### config.mk
export PLATFORM = sky130hd
export DESIGN_NAME = retire_top
export DESIGN_NICKNAME = d
export VERILOG_FILES = /design/src/hw/retire_pkg.sv /design/src/hw/retire_dbg_ctrl.sv /design/src/hw/retire_expt_prio.sv /design/src/hw/retire_int_sel.sv /design/src/hw/retire_mbkpt_fsm.sv /design/src/hw/retire_top.sv
export SDC_FILE = /design/constraint.sdc
export NUM_CORES = 1
export LEC_CHECK = 0
export ABC_AREA = 1
export BUFFER_PORTS_ARGS = -buffer_cell sky130_fd_sc_hd__buf_2
export CAP_MARGIN = 5
export CORE_ASPECT_RATIO = 1.1
export CORE_MARGIN = 5
export CORE_UTILIZATION = 33
export DETAILED_ROUTE_END_ITERATION = 7
export GPL_ROUTABILITY_DRIVEN = 1
export PLACE_DENSITY = 0.83
export SLEW_MARGIN = 20
export SYNTH_ARGS = -nofsm -noshare
export SYNTH_HDL_FRONTEND = slang
export SYNTH_HIERARCHICAL = 1
export SYNTH_SLANG_ARGS = --single-unit
### constraint.sdc
create_clock -name dbg_clk -period 2.3 [get_ports dbg_clk]
set_clock_uncertainty 0.1 [all_clocks]
set_input_delay 0.23 -clock dbg_clk [delete_from_list [all_inputs] [get_ports dbg_clk]]
set_output_delay 0.23 -clock dbg_clk [all_outputs]
set_load 0.05 [all_outputs]
### src/hw/retire_pkg.sv
/*
 * retire stage shared types: pc, vector and interrupt widths,
 * fixed vector codes and the memory breakpoint state encoding
 */
package retire_pkg;

  // pc without bit 0, instructions are halfword aligned
  typedef logic [30:0] pc_t;
  typedef logic [31:0] pad_pc_t;

  typedef logic [9:0] expt_vec_t;
  typedef logic [4:0] rbus_vec_t;

  typedef logic [7:0] int_level_t;
  typedef logic [9:0] int_id_t;

  // bit 1 selects clic
  typedef logic [1:0] vec_mode_t;

  // machine external interrupt
  localparam expt_vec_t VEC_CLINT_EXT = 10'd11;

  // ebreak
  localparam rbus_vec_t RBUS_VEC_BKPT = 5'd3;

  typedef enum logic
  {
    MBKPT_IDLE = 1'b0,
    MBKPT_ACK  = 1'b1
  } mbkpt_state_e;

endpackage

### src/hw/retire_dbg_ctrl.sv
/*
 * debug request acknowledge, debug mode flag, exception / interrupt
 * commit, pipeline flush and normal retire
 */
`timescale 1ns/100ps

module retire_dbg_ctrl
(
  input  logic                  dbg_clk,
  input  logic                  cpurst_b,
  input  logic                  rbus_retire_cmplt,
  input  logic                  rbus_retire_expt_vld,
  input  retire_pkg::rbus_vec_t rbus_retire_expt_vec,
  input  logic                  rbus_retire_flush,
  input  logic                  ack_int,
  input  logic                  ack_expt,
  input  logic                  mbkpt_dbg_ack,
  input  logic                  mbkpt_expt,
  input  logic                  had_iu_mem_bkpt_req,
  input  logic                  had_iu_xx_jdbreq,
  input  logic                  had_iu_xx_fdb,
  input  logic                  had_iu_dr_set_req,
  input  logic                  had_iu_force_dbg_en,
  input  logic                  had_yy_xx_exit_dbg,
  input  logic                  ex_inst_dbg_disable,
  output logic                  iu_yy_xx_retire,
  output logic                  iu_cp0_expt_vld,
  output logic                  iu_cp0_int_vld,
  output logic                  iu_yy_xx_flush,
  output logic                  iu_yy_xx_dbgon,
  output logic                  iu_had_xx_dbg_ack,
  output logic                  iu_had_xx_bkpt_inst,
  output logic                  retire_xx_normal_retire
);

  import retire_pkg::*;

  logic dbg_ack;
  logic dbg_mode_on;
  logic ack_jdbreq;
  logic ack_bkpt;
  logic ack_dr_set;
  logic dbg_ack_any;
  logic expt_commit;
  logic int_commit;

  assign iu_yy_xx_retire = rbus_retire_cmplt;

  assign ack_jdbreq = had_iu_xx_jdbreq && !ex_inst_dbg_disable;

  // ebreak enters debug only with fdb
  assign ack_bkpt = rbus_retire_cmplt && rbus_retire_expt_vld
                 && (rbus_retire_expt_vec == RBUS_VEC_BKPT)
                 && had_iu_xx_fdb && !dbg_mode_on && !ex_inst_dbg_disable;

  assign ack_dr_set = rbus_retire_cmplt && had_iu_dr_set_req && !ex_inst_dbg_disable;

  assign dbg_ack_any = ack_jdbreq || ack_bkpt || ack_dr_set
                    || mbkpt_dbg_ack || had_iu_force_dbg_en;

  // debug entry takes precedence over any trap
  assign expt_commit = ((rbus_retire_cmplt && ack_expt) || mbkpt_expt)
                    && !dbg_mode_on && !dbg_ack_any;

  assign int_commit = rbus_retire_cmplt && ack_int && !had_iu_mem_bkpt_req
                   && !dbg_mode_on && !dbg_ack_any;

  assign iu_cp0_expt_vld = expt_commit;
  assign iu_cp0_int_vld  = int_commit;

  assign iu_yy_xx_flush = (rbus_retire_cmplt && rbus_retire_flush)
                       || expt_commit || int_commit || dbg_ack_any;

  assign retire_xx_normal_retire = rbus_retire_cmplt
                                && !(rbus_retire_expt_vld && !dbg_mode_on);

  assign iu_had_xx_bkpt_inst = ack_bkpt;

  always_ff @(posedge dbg_clk or negedge cpurst_b)
  begin
    if (!cpurst_b)
    begin
      dbg_ack <= 1'b0;
    end
    else
    begin
      dbg_ack <= dbg_ack_any;
    end
  end

  // exit beats a new acknowledge in the same cycle
  always_ff @(posedge dbg_clk or negedge cpurst_b)
  begin
    if (!cpurst_b)
    begin
      dbg_mode_on <= 1'b0;
    end
    else if (had_yy_xx_exit_dbg)
    begin
      dbg_mode_on <= 1'b0;
    end
    else if (dbg_ack_any)
    begin
      dbg_mode_on <= 1'b1;
    end
  end

  assign iu_had_xx_dbg_ack = dbg_ack;
  assign iu_yy_xx_dbgon    = dbg_mode_on;

endmodule

### src/hw/retire_expt_prio.sv
/*
 * interrupt versus instruction exception priority and vector encoding
 */
`timescale 1ns/100ps

module retire_expt_prio
(
  input  logic                  int_vld,
  input  logic                  decd_retire_inst_mret,
  input  logic                  ctrl_retire_ni_vld,
  input  logic                  rbus_retire_expt_vld,
  input  retire_pkg::rbus_vec_t rbus_retire_expt_vec,
  input  retire_pkg::vec_mode_t cp0_iu_vec_mode,
  input  retire_pkg::int_id_t   clic_cpu_int_id,
  output logic                  ack_int,
  output logic                  ack_expt,
  output retire_pkg::expt_vec_t expt_vec
);

  import retire_pkg::*;

  logic take_int;

  // mret and no-interrupt instructions hold the interrupt off
  assign take_int = int_vld && !decd_retire_inst_mret && !ctrl_retire_ni_vld;

  always_comb
  begin
    ack_int  = 1'b0;
    ack_expt = 1'b0;
    expt_vec = '0;
    if (take_int)
    begin
      ack_int = 1'b1;
      if (cp0_iu_vec_mode[1])
      begin
        expt_vec = clic_cpu_int_id;
      end
      else
      begin
        expt_vec = VEC_CLINT_EXT;
      end
    end
    else if (rbus_retire_expt_vld)
    begin
      ack_expt = 1'b1;
      expt_vec = {5'b0, rbus_retire_expt_vec};
    end
  end

endmodule

### src/hw/retire_int_sel.sv
/*
 * external interrupt sampling and clint / clic interrupt qualification
 */
`timescale 1ns/100ps

module retire_int_sel
(
  input  logic                   dbg_clk,
  input  logic                   cpurst_b,
  input  logic                   pad_cpu_ext_int_b,
  input  logic                   cp0_iu_meie,
  input  logic                   cp0_iu_mie_for_int,
  input  retire_pkg::vec_mode_t  cp0_iu_vec_mode,
  input  retire_pkg::int_level_t cp0_iu_il,
  input  retire_pkg::int_level_t clic_cpu_int_il,
  output logic                   int_vld,
  output logic                   nt_int_pending
);

  logic cpu_ext_int_b;
  logic clint_int_vld;
  logic clic_int_pending;
  logic clic_int_vld;

  // pad line is active low, idle high out of reset
  always_ff @(posedge dbg_clk or negedge cpurst_b)
  begin
    if (!cpurst_b)
    begin
      cpu_ext_int_b <= 1'b1;
    end
    else
    begin
      cpu_ext_int_b <= pad_cpu_ext_int_b;
    end
  end

  assign nt_int_pending = !cpu_ext_int_b;

  assign clint_int_vld = !cpu_ext_int_b && cp0_iu_meie && cp0_iu_mie_for_int;

  // level zero means nothing pending
  assign clic_int_pending = |clic_cpu_int_il;
  assign clic_int_vld     = clic_int_pending
                         && (clic_cpu_int_il > cp0_iu_il)
                         && cp0_iu_mie_for_int;

  assign int_vld = cp0_iu_vec_mode[1] ? clic_int_vld : clint_int_vld;

endmodule

### src/hw/retire_mbkpt_fsm.sv
/*
 * memory breakpoint fsm, holds a load/store hit until writeback completes
 */
`timescale 1ns/100ps

module retire_mbkpt_fsm
(
  input  logic dbg_clk,
  input  logic cpurst_b,
  input  logic had_iu_mem_bkpt_req,
  input  logic had_iu_mbkpt_fsm_index_mbee,
  input  logic ex_inst_dbg_disable,
  input  logic rbus_wb_load,
  input  logic rbus_wb_store,
  input  logic lsu_iu_wb_cmplt,
  input  logic lsu_iu_wb_acc_err,
  output logic mbkpt_dbg_ack,
  output logic mbkpt_expt,
  output logic dbg_in_ack
);

  import retire_pkg::*;

  mbkpt_state_e cur_state;
  mbkpt_state_e next_state;
  logic         ldst;
  logic         trigger;
  logic         wb_done;

  assign ldst    = rbus_wb_load || rbus_wb_store;
  assign trigger = had_iu_mem_bkpt_req && ldst && !ex_inst_dbg_disable;

  always_ff @(posedge dbg_clk or negedge cpurst_b)
  begin
    if (!cpurst_b)
    begin
      cur_state <= MBKPT_IDLE;
    end
    else
    begin
      cur_state <= next_state;
    end
  end

  always_comb
  begin
    next_state = cur_state;
    case (cur_state)
      MBKPT_IDLE:
      begin
        if (trigger)
        begin
          next_state = MBKPT_ACK;
        end
      end
      MBKPT_ACK:
      begin
        if (lsu_iu_wb_cmplt)
        begin
          next_state = MBKPT_IDLE;
        end
      end
      default:
      begin
        next_state = MBKPT_IDLE;
      end
    endcase
  end

  // good completion of the pending access
  assign wb_done = (cur_state == MBKPT_ACK) && lsu_iu_wb_cmplt && !lsu_iu_wb_acc_err;

  // non load/store hits are taken at once
  assign mbkpt_dbg_ack = ((cur_state == MBKPT_IDLE) && had_iu_mem_bkpt_req
                          && !ldst && !ex_inst_dbg_disable)
                      || (wb_done && !had_iu_mbkpt_fsm_index_mbee);

  assign mbkpt_expt = wb_done && had_iu_mbkpt_fsm_index_mbee;
  assign dbg_in_ack = (cur_state == MBKPT_ACK);

endmodule

### src/hw/retire_top.sv
/*
 * retire stage top: interrupt select, trap priority, memory breakpoint
 * fsm and debug control, plus the retire pc to the pad
 */
`timescale 1ns/100ps

module retire_top
(
  input  logic                   dbg_clk,
  input  logic                   cpurst_b,
  input  logic                   pad_cpu_ext_int_b,
  input  logic                   cp0_iu_meie,
  input  logic                   cp0_iu_mie_for_int,
  input  retire_pkg::vec_mode_t  cp0_iu_vec_mode,
  input  retire_pkg::int_level_t cp0_iu_il,
  input  retire_pkg::int_level_t clic_cpu_int_il,
  input  retire_pkg::int_id_t    clic_cpu_int_id,
  input  logic                   decd_retire_inst_mret,
  input  logic                   ctrl_retire_ni_vld,
  input  logic                   rbus_retire_cmplt,
  input  logic                   rbus_retire_expt_vld,
  input  retire_pkg::rbus_vec_t  rbus_retire_expt_vec,
  input  logic                   rbus_retire_flush,
  input  logic                   rbus_wb_load,
  input  logic                   rbus_wb_store,
  input  logic                   lsu_iu_wb_cmplt,
  input  logic                   lsu_iu_wb_acc_err,
  input  logic                   had_iu_mem_bkpt_req,
  input  logic                   had_iu_mbkpt_fsm_index_mbee,
  input  logic                   had_iu_xx_jdbreq,
  input  logic                   had_iu_xx_fdb,
  input  logic                   had_iu_dr_set_req,
  input  logic                   had_iu_force_dbg_en,
  input  logic                   had_yy_xx_exit_dbg,
  input  logic                   ex_inst_dbg_disable,
  input  retire_pkg::pc_t        pcgen_xx_cur_pc,
  output logic                   iu_yy_xx_retire,
  output logic                   iu_cp0_expt_vld,
  output logic                   iu_cp0_int_vld,
  output logic                   iu_yy_xx_flush,
  output logic                   iu_yy_xx_dbgon,
  output logic                   iu_had_xx_dbg_ack,
  output logic                   iu_had_xx_bkpt_inst,
  output logic                   retire_xx_normal_retire,
  output retire_pkg::expt_vec_t  iu_yy_xx_expt_vec,
  output logic                   iu_had_data_bkpt_occur_vld,
  output logic                   retire_wb_dbg_in_ack,
  output logic                   iu_cp0_nt_int_pending_vld,
  output retire_pkg::pad_pc_t    iu_pad_retire_pc
);

  logic int_vld;
  logic ack_int;
  logic ack_expt;
  logic mbkpt_dbg_ack;
  logic mbkpt_expt;

  retire_int_sel retire_int_sel_i
  (
    .dbg_clk            (dbg_clk),
    .cpurst_b           (cpurst_b),
    .pad_cpu_ext_int_b  (pad_cpu_ext_int_b),
    .cp0_iu_meie        (cp0_iu_meie),
    .cp0_iu_mie_for_int (cp0_iu_mie_for_int),
    .cp0_iu_vec_mode    (cp0_iu_vec_mode),
    .cp0_iu_il          (cp0_iu_il),
    .clic_cpu_int_il    (clic_cpu_int_il),
    .int_vld            (int_vld),
    .nt_int_pending     (iu_cp0_nt_int_pending_vld)
  );

  retire_expt_prio retire_expt_prio_i
  (
    .int_vld               (int_vld),
    .decd_retire_inst_mret (decd_retire_inst_mret),
    .ctrl_retire_ni_vld    (ctrl_retire_ni_vld),
    .rbus_retire_expt_vld  (rbus_retire_expt_vld),
    .rbus_retire_expt_vec  (rbus_retire_expt_vec),
    .cp0_iu_vec_mode       (cp0_iu_vec_mode),
    .clic_cpu_int_id       (clic_cpu_int_id),
    .ack_int               (ack_int),
    .ack_expt              (ack_expt),
    .expt_vec              (iu_yy_xx_expt_vec)
  );

  retire_mbkpt_fsm retire_mbkpt_fsm_i
  (
    .dbg_clk                     (dbg_clk),
    .cpurst_b                    (cpurst_b),
    .had_iu_mem_bkpt_req         (had_iu_mem_bkpt_req),
    .had_iu_mbkpt_fsm_index_mbee (had_iu_mbkpt_fsm_index_mbee),
    .ex_inst_dbg_disable         (ex_inst_dbg_disable),
    .rbus_wb_load                (rbus_wb_load),
    .rbus_wb_store               (rbus_wb_store),
    .lsu_iu_wb_cmplt             (lsu_iu_wb_cmplt),
    .lsu_iu_wb_acc_err           (lsu_iu_wb_acc_err),
    .mbkpt_dbg_ack               (mbkpt_dbg_ack),
    .mbkpt_expt                  (mbkpt_expt),
    .dbg_in_ack                  (retire_wb_dbg_in_ack)
  );

  retire_dbg_ctrl retire_dbg_ctrl_i
  (
    .dbg_clk                 (dbg_clk),
    .cpurst_b                (cpurst_b),
    .rbus_retire_cmplt       (rbus_retire_cmplt),
    .rbus_retire_expt_vld    (rbus_retire_expt_vld),
    .rbus_retire_expt_vec    (rbus_retire_expt_vec),
    .rbus_retire_flush       (rbus_retire_flush),
    .ack_int                 (ack_int),
    .ack_expt                (ack_expt),
    .mbkpt_dbg_ack           (mbkpt_dbg_ack),
    .mbkpt_expt              (mbkpt_expt),
    .had_iu_mem_bkpt_req     (had_iu_mem_bkpt_req),
    .had_iu_xx_jdbreq        (had_iu_xx_jdbreq),
    .had_iu_xx_fdb           (had_iu_xx_fdb),
    .had_iu_dr_set_req       (had_iu_dr_set_req),
    .had_iu_force_dbg_en     (had_iu_force_dbg_en),
    .had_yy_xx_exit_dbg      (had_yy_xx_exit_dbg),
    .ex_inst_dbg_disable     (ex_inst_dbg_disable),
    .iu_yy_xx_retire         (iu_yy_xx_retire),
    .iu_cp0_expt_vld         (iu_cp0_expt_vld),
    .iu_cp0_int_vld          (iu_cp0_int_vld),
    .iu_yy_xx_flush          (iu_yy_xx_flush),
    .iu_yy_xx_dbgon          (iu_yy_xx_dbgon),
    .iu_had_xx_dbg_ack       (iu_had_xx_dbg_ack),
    .iu_had_xx_bkpt_inst     (iu_had_xx_bkpt_inst),
    .retire_xx_normal_retire (retire_xx_normal_retire)
  );

  assign iu_had_data_bkpt_occur_vld = mbkpt_dbg_ack;

  // restore byte address
  assign iu_pad_retire_pc = {pcgen_xx_cur_pc, 1'b0};

endmodule

* Word level (Yosys, flattened, before mapping) *
Index checks and enable logic that the tools add are counted.

storage, ports and cells
  output and inout port bits = 53
  flip-flop bits (word level) = 4
  word-level logic and storage cells = 75
  bits of input ports = 86

cells by class
  equality and inequality tests = 1
  reduce and logical (&&, ||, !) cells = 56
  bitwise operators = 1
  muxes and demuxes = 12
  order comparisons = 1

operators with widths
  cell                number
  $logic_and 1x1->1   33
  $mux 10             2
  $logic_not 1->1     11
  $logic_or 1x1->1    10
  $gt 8x8->1          1
  $mux 1              8
  $reduce_or 8->1     1
  $eq 5x2->1 const B  1
  $mux 5              1
  $pmux 1 s2          1
  $reduce_bool 2->1   1
  $not 1->1           1

* Depth between registers and ports, before layout *
Gate-level depths: netlist (run 1).

  depth in word-level cells = 14
  mapped depth = 19
  gate-level depth less buffers = 18

* Modules after synthesis *
The synthesis (run 1) kept the hierarchy.

modules (own cells, without submodules)
  module            seq. area each (sq um)  instances  area an instance (sq um)  cells each
  retire_int_sel    26.3                    1          305.3                     52
  retire_top        0.0                     1          244.0                     33
  retire_expt_prio  0.0                     1          230.2                     55
  retire_dbg_ctrl   50.0                    1          215.2                     39
  retire_mbkpt_fsm  25.0                    1          101.3                     19

* Worst setup path after synthesis (run 1) *
No wires, ideal clock.

  path type = reg2out
  start point = reg retire_mbkpt_fsm_i.cur_state (netlist: retire_mbkpt_fsm_i/dbg_in_ack)
  end point = out iu_cp0_expt_vld
  cell stages (with the launch flop) = 9
  slack = -0.287 ns
  buffers on the path = 0
  required time = 1.970 ns
  data arrival time = 2.257 ns
  cell sequence = dfrtp_1 -> nor2_2 -> nand3_1 -> nand2_1 -> nor2_1 -> o21ai_0 -> nor2_2 -> nand2_1 -> nor2_1

between the ends
  longest elaborated chain between the ends = 9
  elaborated cells on any way between the ends = 15
  classes of those cells = 1 x bitwise; 14 x reduce/logical

ends and longest elaborated chain
  element                            RTL line                source
  start, declared                    retire_mbkpt_fsm.sv:24  mbkpt_state_e cur_state;
  start signal, assigned             retire_mbkpt_fsm.sv:41  cur_state <= next_state;
  $not 1->1                          n/a
  $logic_and 1x1->1                  retire_mbkpt_fsm.sv:74  assign mbkpt_dbg_ack = ((cur_state == MBKPT_IDLE) && had_iu_mem_bkpt_req
  $logic_and 1x1->1 (2 in series)    retire_mbkpt_fsm.sv:75  && !ldst && !ex_inst_dbg_disable)
  $logic_or 1x1->1 *                 retire_mbkpt_fsm.sv:76  || (wb_done && !had_iu_mbkpt_fsm_index_mbee);
  net iu_had_data_bkpt_occur_vld     retire_top.sv:46        output logic iu_had_data_bkpt_occur_vld,
  $logic_or 1x1->1 * (2 in series)   retire_dbg_ctrl.sv:59   || mbkpt_dbg_ack || had_iu_force_dbg_en;
  net retire_dbg_ctrl_i.dbg_ack_any  retire_dbg_ctrl.sv:43   logic dbg_ack_any;
  $logic_not 1->1 *                  retire_dbg_ctrl.sv:63   && !dbg_mode_on && !dbg_ack_any;
  $logic_and 1x1->1 *                retire_dbg_ctrl.sv:63
  end, declared                      retire_top.sv:38        output logic iu_cp0_expt_vld,

The timed path passes the listed nets; every way through them passes the cells marked *.

* Final worst setup path (run 1) *
  start point = in clic_cpu_int_il[3]
  end point = out iu_yy_xx_flush

between the ends
  longest elaborated chain between the ends = 14
  elaborated cells on any way between the ends = 20
  classes of those cells = 1 x order compare; 3 x mux; 16 x reduce/logical

ends and longest elaborated chain
  element                                               RTL line                                    source
  start, declared                                       retire_top.sv:16                            input retire_pkg::int_level_t clic_cpu_int_il,
  $gt 8x8->1 / $reduce_or 8->1 (equally long branches)  retire_int_sel.sv:45, retire_int_sel.sv:43
  $logic_and 1x1->1 *                                   retire_int_sel.sv:45                        && (clic_cpu_int_il > cp0_iu_il)
  $logic_and 1x1->1 *                                   retire_int_sel.sv:46                        && cp0_iu_mie_for_int;
  $mux 1 *                                              retire_int_sel.sv:48                        assign int_vld = cp0_iu_vec_mode[1] ? clic_int_vld : clint_int_vld;
  net int_vld                                           retire_top.sv:52                            logic int_vld;
  $logic_and 1x1->1 * (2 in series)                     retire_expt_prio.sv:25                      assign take_int = int_vld && !decd_retire_inst_mret && !ctrl_retire_ni_vld;
  $mux 1 *                                              retire_expt_prio.sv:32                      if (take_int)
  net ack_expt                                          retire_top.sv:54                            logic ack_expt;
  $logic_and 1x1->1 *                                   retire_dbg_ctrl.sv:62                       assign expt_commit = ((rbus_retire_cmplt && ack_expt) || mbkpt_expt)
  $logic_or 1x1->1 *                                    retire_dbg_ctrl.sv:62
  $logic_and 1x1->1 * (2 in series)                     retire_dbg_ctrl.sv:63
  $logic_or 1x1->1 * (3 in series)                      retire_dbg_ctrl.sv:72                       || expt_commit || int_commit || dbg_ack_any;
  end, declared                                         retire_top.sv:40                            output logic iu_yy_xx_flush,

Marked as above.

==> results of run 1 <==
-- final cells by class --
class	count	area, µm²	area share (%)
Clock buffer	4	26.28	1.733
Inverter	48	195.2	12.87
Multi-Input combinational cell	111	666.9	43.98
Sequential cell	4	101.3	6.683
Tap cell	36	45.04	2.970
Timing Repair Buffer	77	481.7	31.77
-- flip-flops by register name, summed over array words and instances (netlist names) --
name,cells
retire_int_sel_i/cpu_ext_int_b,1
retire_dbg_ctrl_i/iu_had_xx_dbg_ack,1
retire_dbg_ctrl_i/iu_yy_xx_dbgon,1
retire_mbkpt_fsm_i/dbg_in_ack,1
-- final timing paths --
path | from | end
max in group asynchronous | cpurst_b | retire_int_sel_i/cpu_ext_int_b
max | clic_cpu_int_il[3] | iu_yy_xx_flush
min reg2reg | retire_mbkpt_fsm_i/dbg_in_ack | retire_mbkpt_fsm_i/dbg_in_ack
min | had_yy_xx_exit_dbg | retire_dbg_ctrl_i/iu_yy_xx_dbgon
min in group asynchronous | cpurst_b | retire_dbg_ctrl_i/iu_yy_xx_dbgon
max reg2reg | retire_mbkpt_fsm_i/dbg_in_ack | retire_dbg_ctrl_i/iu_yy_xx_dbgon
-- timing repair --
| action | CTS | global route |
|---|---|---|
| hold buffers | 2 | 0 |
| pin swaps | 0 | 21 |
| setup endpoints to repair | 2 | 9 |
| gates resized for setup | 2 | 25 |
| setup buffers | 0 | 0 |
| endpoints found under the hold margin | 5 | 0 |
-- kinds of logic (layout without fill, tap and decap cells) --
family | count (synthesis) | in the layout
AOI/OAI and AO/OA | 10 | 10
adders and majority gates | 8 | 8
buffers and inverters | 83 | 129
DFF | 4 | 4
other | 1 | 1
and+or+nand+nor | 92 | 92
-- power breakdown --
group	switching [W]	total [W]	internal (W)	leakage (nW)
clock network	0.0000306	0.0000958	0.0000652	0.0150
registers	0.00000514	0.0000821	0.0000769	0.0461
logic	0.000172	0.000286	0.000114	0.894
total	0.000208	0.000464	0.000256	0.955
-- synthesized netlist by cell type (all sizes together) --
master | count | area [µm²]
dfstp | 1 | 26.28
conb | 1 | 3.750
dfrtp | 3 | 75.07
o21ai | 2 | 10.01
a21oi | 7 | 38.79
ha | 8 | 100.1
nand3 | 11 | 65.06
inv | 48 | 180.2
a21o | 1 | 8.760
nor2 | 26 | 110.1
buf | 35 | 264.0
nand4 | 3 | 18.77
nand2 | 52 | 195.2
-- per-layer routing --
layer / up-vias / share of wire, % / global-route usage, %
met1: 509 / 38 / 12.79
met3: 8 / 8.8 / 5.305
met5: - / 0 / 0
met2: 60 / 52 / 24.55
met4: 0 / 1.2 / 2.817
li1: 638 / - / -
-- critical path, delay by kind of cell --
| kind | cells | cell delay (ps) |
|---|---|---|
| AO/OA/AOI/OAI | 3 | 310 |
| AND/OR/NAND/NOR | 10 | 690 |
| adder cells (fa/ha/maj) | 1 | 260 |
| buffers and inverters | 4 | 360 |
-- stage by stage --
step | hold WS (ps) | std cells
after floorplan | -165.6 | 198
after global placement | -62.34 | 274
after detailed placement | -61.00 | 274
after CTS | 106.7 | 280
after global routing | 137.5 | 280
final | 110.2 | 280
==> results.md, run 1 <==
* Final period util at 94.98%
* Cell repeated most along the worst path: nand2_1
* Area growth, synth to finish at 38.36%
* WS Path Type: in2out
* CP endpoint kind: output pin
* Max FO, Critical Path at 3
* Largest net degree at the start of global routing at 13
* Nets@finish at 339
* H-Tree Depth at 1
* # diodes at 0
* GR Overflow Total at 0
* Required @ worst endpoint at 1970 ps
* Drt first pass iters at 4
* Adder-cell share of the synthesized area at 9.132%
* Max Slew Vio Count at 0
* Vias/cell at 4.339
* Cell area power density at 305.7 nW/µm²
* Die W at 64.95 µm
* DRC at 0
* Fill count at 346
* Startpoint Class: primary input
* LEAKAGE at 0.9555 nW
* Placed cell area at 1355 µm²
* Routed WL at 2.971 mm
* # IOs at 139
* Fmax at 0.4578 GHz
* Synth warn at 6
* Largest family of logic cells by synthesized area: buffers and inverters
* DR vias at 1215
* Worst-Skew Late Latency at 240 ps
* Post-Synthesis Cells at 198
* Most frequent cells in the layout: buf_2 (60), nand2_1 (46), inv_1 (36), nor2_1 (19), buf_6 (13)
* Synth Area in Simple Gates at 35.50%
* First-pass GRT wire length at 4.968 mm
* Post-synthesis cell type count at 19
* Fin worst setup slack at 115.4 ps
* Port Buffers at 74
* Final Hold Fails at 0
* CTS tree: done
* Root buffer cell: clkbuf_4
* Max IR drop VDD at 0.2876 mV
* Pwr Total at 0.0004636 W
* Leading cell type in the layout, fill and taps excluded: buf_2
* Share of cells above drive strength 1 at 47.95%
* Dpl ws at -5.392 ps
* Mapped Area at 1096 µm²
* CTS clk-pin slew, worst paths at 40 ps
* Initial Util at 33.46%
* Sequential area share after synthesis at 9.247%
* Clock buffer depth at 2
* Final setup violation count at 0
* Placer Congestion at 0.7297
* Die height at 70.45 µm
* Vias in the first global route at 1310
* Cts bufs inserted at 3
* Cell count of the worst reg-to-reg path at 8
* Worst path cell trace: buf_6 > ha_4 > nand2_2 > inv_1 > nand2_1 > nand2_1 > nand2_1 > nand2_1 > nand2_1 > a21oi_2 > nand3_2 > nand2_2 > inv_2 > nand2_2 > a21oi_2 > a21oi_1 > nand4_1 > buf_6
* Antenna violations before repair at 0
* Compound-gate portion of the synthesized area at 5.251%
* Die ar. at 4575 µm²
* Worst Hold Depth at 4
* Max-Cap Viols at 0
* Synth Register Bits at 4
* Total Routing Usage GR at 12.93%
* CORE AREA at 3276 µm²
* Core Util, Final at 46.29%
* Unrepaired setup endpoints after global routing: yes
* Final HPWL DP at 2.549 mm
* # rows at 22
* Post-route ant nets at 0
* Hold/Removal Path Class: in2reg
* XOR/XNOR Fraction of Synth Area at 0%
* CTS sink cnt at 4
* CP arrival at 1850 ps
* Post-Syn Nets at 292
* Status: completed
* CP max-delay cell: ha_4
* Synth Area per Inst at 5.536 µm²
* Setup slack, reg-to-reg at 900 ps
* Tmin final at 2185 ps
* Setup TNS at 0 ps
* Drt wl/cell at 10.61 µm
* Mux share of post-synthesis cell area at 0%
* Initial DRC count at 21
* Final Cell Area at 1516 µm²
* CP max stage delay at 260 ps
Note: power is estimated with default switching activity, not from simulation.
==> run 2, diff against run 1 <==
- BUFFER_PORTS_ARGS: -buffer_cell sky130_fd_sc_hd__buf_2 -> -buffer_cell sky130_fd_sc_hd__clkbuf_2
- RECOVER_POWER: unset -> 100
==> run 2 against run 1 <==
Via count shrank 1.3%. Cell area shrank 0.49%. Non-clock buffer count grew 1. Flip-flop and latch count is the same. Power grew 0.24%. Utilization shrank 0.23 points. Register-to-register slack gained 40 ps. Cell count grew 0.36%. Fmax shrank 3.6%. Global-route usage shrank 0.43 points. Clock-buffer cell count is the same. Worst hold slack gained 5.9 ps. Critical path type unchanged. Largest power group unchanged.
==> results.md, run 2 (same netlist as run 1, synthesis figures left out) <==
* Vias in the first global route at 1258
* Multi-input gate area at 664.4 µm²
* Nets@finish at 340
* Fin worst setup slack at 33.09 ps
* Core Util, Final at 46.07%
* Share of cells above drive strength 1 at 47.76%
* CTS clk-pin slew, worst paths at 40 ps
* CP arrival at 1940 ps
* CTS sink cnt at 4
* Cell count of the worst reg-to-reg path at 9
* Max IR drop VDD at 0.2150 mV
* Routed WL at 2.932 mm
* CP endpoint kind: output pin
* Root buffer cell: clkbuf_4
* RR Endpoint: retire_dbg_ctrl_i/iu_yy_xx_dbgon
* H-Tree Depth at 1
* Vias/cell at 4.267
* Post-route ant nets at 0
* Setup slack, reg-to-reg at 940 ps
* Drt first pass iters at 4
* Die ar. at 4575 µm²
* DR vias at 1199
* Drt wl/cell at 10.43 µm
* Antenna violations before repair at 0
* Max FO, Critical Path at 3
* Die W at 64.95 µm
* Die height at 70.45 µm
* Port Buffers at 74
* # IOs at 139
* Hold/Removal Path Class: in2reg
* Clock buffer depth at 2
* Final period util at 98.56%
* Final setup violation count at 0
* LEAKAGE at 0.9526 nW
* Worst Hold Endpoint: retire_dbg_ctrl_i/iu_yy_xx_dbgon
* WS Path Type: in2out
* Fill count at 351
* DRC at 0
* # diodes at 0
* First-pass GRT wire length at 4.788 mm
* Cts bufs inserted at 3
* Worst Hold Depth at 4
* Unrepaired setup endpoints after global routing: yes
* # rows at 22
* Total Routing Usage GR at 12.50%
* Worst r2r src: retire_mbkpt_fsm_i/dbg_in_ack
* CTS tree: done
* Initial DRC count at 23
* CORE AREA at 3276 µm²
* Tmin final at 2267 ps
* Placer Congestion at 0.7421
* Area growth, synth to finish at 37.67%
* Status: completed
* Required @ worst endpoint at 1970 ps
* Leading cell type in the layout, fill and taps excluded: clkbuf_2
* Max-Cap Viols at 0
* Cell area power density at 308.0 nW/µm²
* Worst-Skew Late Latency at 240 ps
* Largest net degree at the start of global routing at 12
* Most frequent cells in the layout: clkbuf_2 (61), nand2_1 (46), inv_1 (35), nor2_1 (20)
* Max Slew Vio Count at 0
* Hold Startpoint: had_yy_xx_exit_dbg
* Startpoint Class: primary input
* Initial Util at 33.46%
* Final Hold Fails at 0
* GR Overflow Total at 0
* Register area at 101.3 µm²
* Fmax at 0.4411 GHz
* Total setup buffers inserted after CTS at 0
* Dpl ws at -40.48 ps
* Final HPWL DP at 2.479 mm
==> run 2: changes by cell type in the layout (fill, tap and decap cells not counted), sizes merged <==
cell	delta
clkbuf	+63
buf	-62
==> run 2: critical path, cell delays in order <==
cell	delay, ps
clkbuf_2	90
inv_2	40
ha_4	260
nand2_4	50
a21oi_2	110
nor2_1	50
nand2_1	60
nand2_1	60
a21oi_2	170
nand3_2	130
nand2_2	80
inv_2	30
nand2_2	50
a21oi_2	60
a21oi_2	120
nand4_1	160
buf_8	190
==> run 2: cell type report <==
class                   count  area share [%]
multi-input cells         111           44.03
repair buffers             78           31.76
inverters                  48           12.77
flip-flops and latches      4           6.716
well taps                  36           2.985
clock buffers               4           1.741
==> run 2: worst max-delay path by stage <==
stage | from | endpoint | slack (ps) | cells past startpoint
2_1_floorplan | retire_mbkpt_fsm_i/dbg_in_ack | iu_cp0_expt_vld | -80 | 8
3_3_place_gp | cp0_iu_il[1] | iu_yy_xx_flush | -6 | 19
3_5_place_dp | cp0_iu_il[1] | iu_yy_xx_flush | -40 | 19
4_1_cts | cp0_iu_il[1] | iu_yy_xx_flush | 8 | 19
5_1_grt | clic_cpu_int_il[4] | iu_yy_xx_flush | -120 | 15
6_report | cp0_iu_il[6] | iu_yy_xx_flush | 30 | 17
==> run 2: layer usage <==
layer  GRT usage (%)  share of wire (%)  wire length (µm)  vias to the layer above
li1                -                  -                 -                      644
met5               0                  0                 0                        -
met2           23.75                 51              1496                       60
met1           11.91                 39              1136                      487
met4           4.225                1.3                38                        0
met3           4.823                8.9               262                        8
==> run 2: stage by stage <==
step	std cells	total power, W	TNS (ps)	area (µm²)	hold WS (ps)
floorplan	198	0.0003972	-222.4	1196	-165.6
global placement	275	0.0003384	-5.768	1363	-61.87
global route	281	0.0005128	-156.7	1509	114.1
CTS	281	0.0004537	0	1420	105.9
detailed placement	275	0.0003439	-40.48	1363	-55.66
finish	281	0.0004647	0	1509	116.2
==> run 2: power by group <==
part,internal (W),switching (W)
logic,0.000112,0.000173
clock network,0.0000653,0.0000321
registers,0.0000769,0.00000517
==> run 2: timing repair <==
item | CTS | global route
setup endpoints to repair | 2 | 11
gates resized for setup | 3 | 32
hold endpoints to repair | 5 | 0
hold buffers | 2 | 0
gates cloned | 0 | 0
pin swaps | 2 | 21
==> run 3, diff against run 2 <==
- HOLD_SLACK_MARGIN: unset -> 0.15
==> run 3 against run 2 <==
Combinational power rose by 2%. Utilization up 0.88 points. Sequential share of layout area down 0.13 points. Via count rose by 1.9%. Register-to-register slack got worse by 130 ps. Worst hold slack better by 140 ps. Flip-flop and latch count unchanged. Cell count rose by 1.1%. Critical path depth stayed put. Non-clock buffer count up 3. Setup slack better by 7.5 ps. Highest routed layer unchanged.
==> results.md, run 3 (same netlist as run 1, synthesis figures left out) <==
* Status: completed
* Port Buffers at 74
* Fill count at 346
* Cell count of the worst reg-to-reg path at 10
* CP arrival at 1930 ps
* # IOs at 139
* GR Overflow Total at 0
* Die ar. at 4575 µm²
* Post-route ant nets at 0
* CORE AREA at 3276 µm²
* Hold/Removal Path Class: in2async
* WHS at 251.7 ps
* Top Layer Used: met4
* # diodes at 0
* Area growth, synth to finish at 40.30%
* Largest net degree at the start of global routing at 12
* Total Routing Usage GR at 12.63%
* Max IR drop VDD at 0.2162 mV
* Cts bufs inserted at 3
* H-Tree Depth at 1
* DRC at 0
* Initial Util at 33.46%
* CTS sink cnt at 4
* Worst-Skew Late Latency at 240 ps
* Required @ worst endpoint at 1970 ps
* WL met3 at 268 µm
* Max FO, Critical Path at 3
* Leading cell type in the layout, fill and taps excluded: clkbuf_2
* Vias in the first global route at 1269
* Final Hold Fails at 0
* Unrepaired setup endpoints after global routing: yes
* Startpoint Class: primary input
* Clock buffer depth at 2
* Root buffer cell: clkbuf_4
* Metal2 WL at 1.581 mm
* Fmax at 0.4426 GHz
* Share of cells above drive strength 1 at 47.58%
* Final setup violation count at 0
* First-pass GRT wire length at 4.836 mm
* Antenna violations before repair at 0
* Die W at 64.95 µm
* CTS tree: done
* Final period util at 98.24%
* Core Util, Final at 46.94%
* Tmin final at 2259 ps
* Vias/cell at 4.303
* # rows at 22
* CP endpoint kind: output pin
* Register area at 101.3 µm²
* Drt wl/cell at 10.63 µm
* Routed WL at 3.018 mm
* Initial DRC count at 23
* Cell area power density at 306.1 nW/µm²
* Pwr Total at 0.0004707 W
* DR vias at 1222
* Final HPWL DP at 2.479 mm
* Multi-input gate area at 666.9 µm²
* Max-Cap Viols at 0
* Nets@finish at 343
* LEAKAGE at 0.9628 nW
* Drt first pass iters at 4
* CTS clk-pin slew, worst paths at 40 ps
* WL met1 at 1.129 mm
* Placer Congestion at 0.7421
* Die height at 70.45 µm
* Most frequent cells in the layout: clkbuf_2 (60), nand2_1 (46), inv_1 (35), nor2_1 (19)
* Max Slew Vio Count at 0
* WS Path Type: in2out
## run 3: path summary, 6_finish.rpt
check                                              startpoint                               end  slack, ps
worst max-delay path                             cp0_iu_il[6]                    iu_yy_xx_flush         40
worst min-delay path                                 cpurst_b  retire_dbg_ctrl_i/iu_yy_xx_dbgon        250
worst max register to register  retire_mbkpt_fsm_i/dbg_in_ack  retire_dbg_ctrl_i/iu_yy_xx_dbgon        810
worst min register to register  retire_mbkpt_fsm_i/dbg_in_ack     retire_mbkpt_fsm_i/dbg_in_ack        490
max in group asynchronous                            cpurst_b    retire_int_sel_i/cpu_ext_int_b       1590
min in group dbg_clk                      had_iu_mem_bkpt_req     retire_mbkpt_fsm_i/dbg_in_ack        270
## run 3: power by group
group / switching [W] / internal (W)
clock network: 0.0000321 / 0.0000653
registers: 0.00000546 / 0.0000769
logic: 0.000175 / 0.000116
total: 0.000212 / 0.000259
## run 3: per-layer routing
| metal | vias to the layer above | global-route usage [%] |
|---|---|---|
| li1 | 650 | - |
| met1 | 504 | 11.82 |
| met2 | 60 | 24.20 |
| met3 | 8 | 4.984 |
| met4 | 0 | 4.225 |
| met5 | - | 0 |
## run 3: worst max-delay path, stage by stage
cell and delay (ps):
clkbuf_2 90, inv_2 40, ha_4 260, nand2_4 50, a21oi_2 110, nor2_1 50
nand2_1 60, nand2_1 60, a21oi_2 170, nand3_2 130, nand2_2 80, inv_2 30
nand2_2 50, a21oi_2 60, a21oi_2 110, nand4_1 160, buf_8 190
## run 3: area by class of cell
cell class / instances / share of cell area (%)
sequential: 4 / 6.591
multi-input combinational: 111 / 43.37
inverter: 48 / 12.53
timing repair buffer: 81 / 32.87
clock buffer: 4 / 1.709
tap: 36 / 2.929
## run 3: metrics by stage
stage / area (µm²) / setup TNS (ps) / cells / setup slack (ps)
finish: 1538 / 0 / 284 / 40.58
global route: 1538 / -278.5 / 284 / -112.3
CTS: 1440 / 0 / 283 / 8.486
detailed placement: 1363 / -40.48 / 275 / -40.48
global placement: 1363 / -5.768 / 275 / -5.768
floorplan: 1196 / -222.4 / 198 / -82.88
## run 3: timing repair
item,CTS,global route
setup endpoints to repair,2,11
setup buffers,0,1
pin swaps,2,21
hold buffers,4,0
resized for setup,3,32
endpoints found under the hold margin,7,0
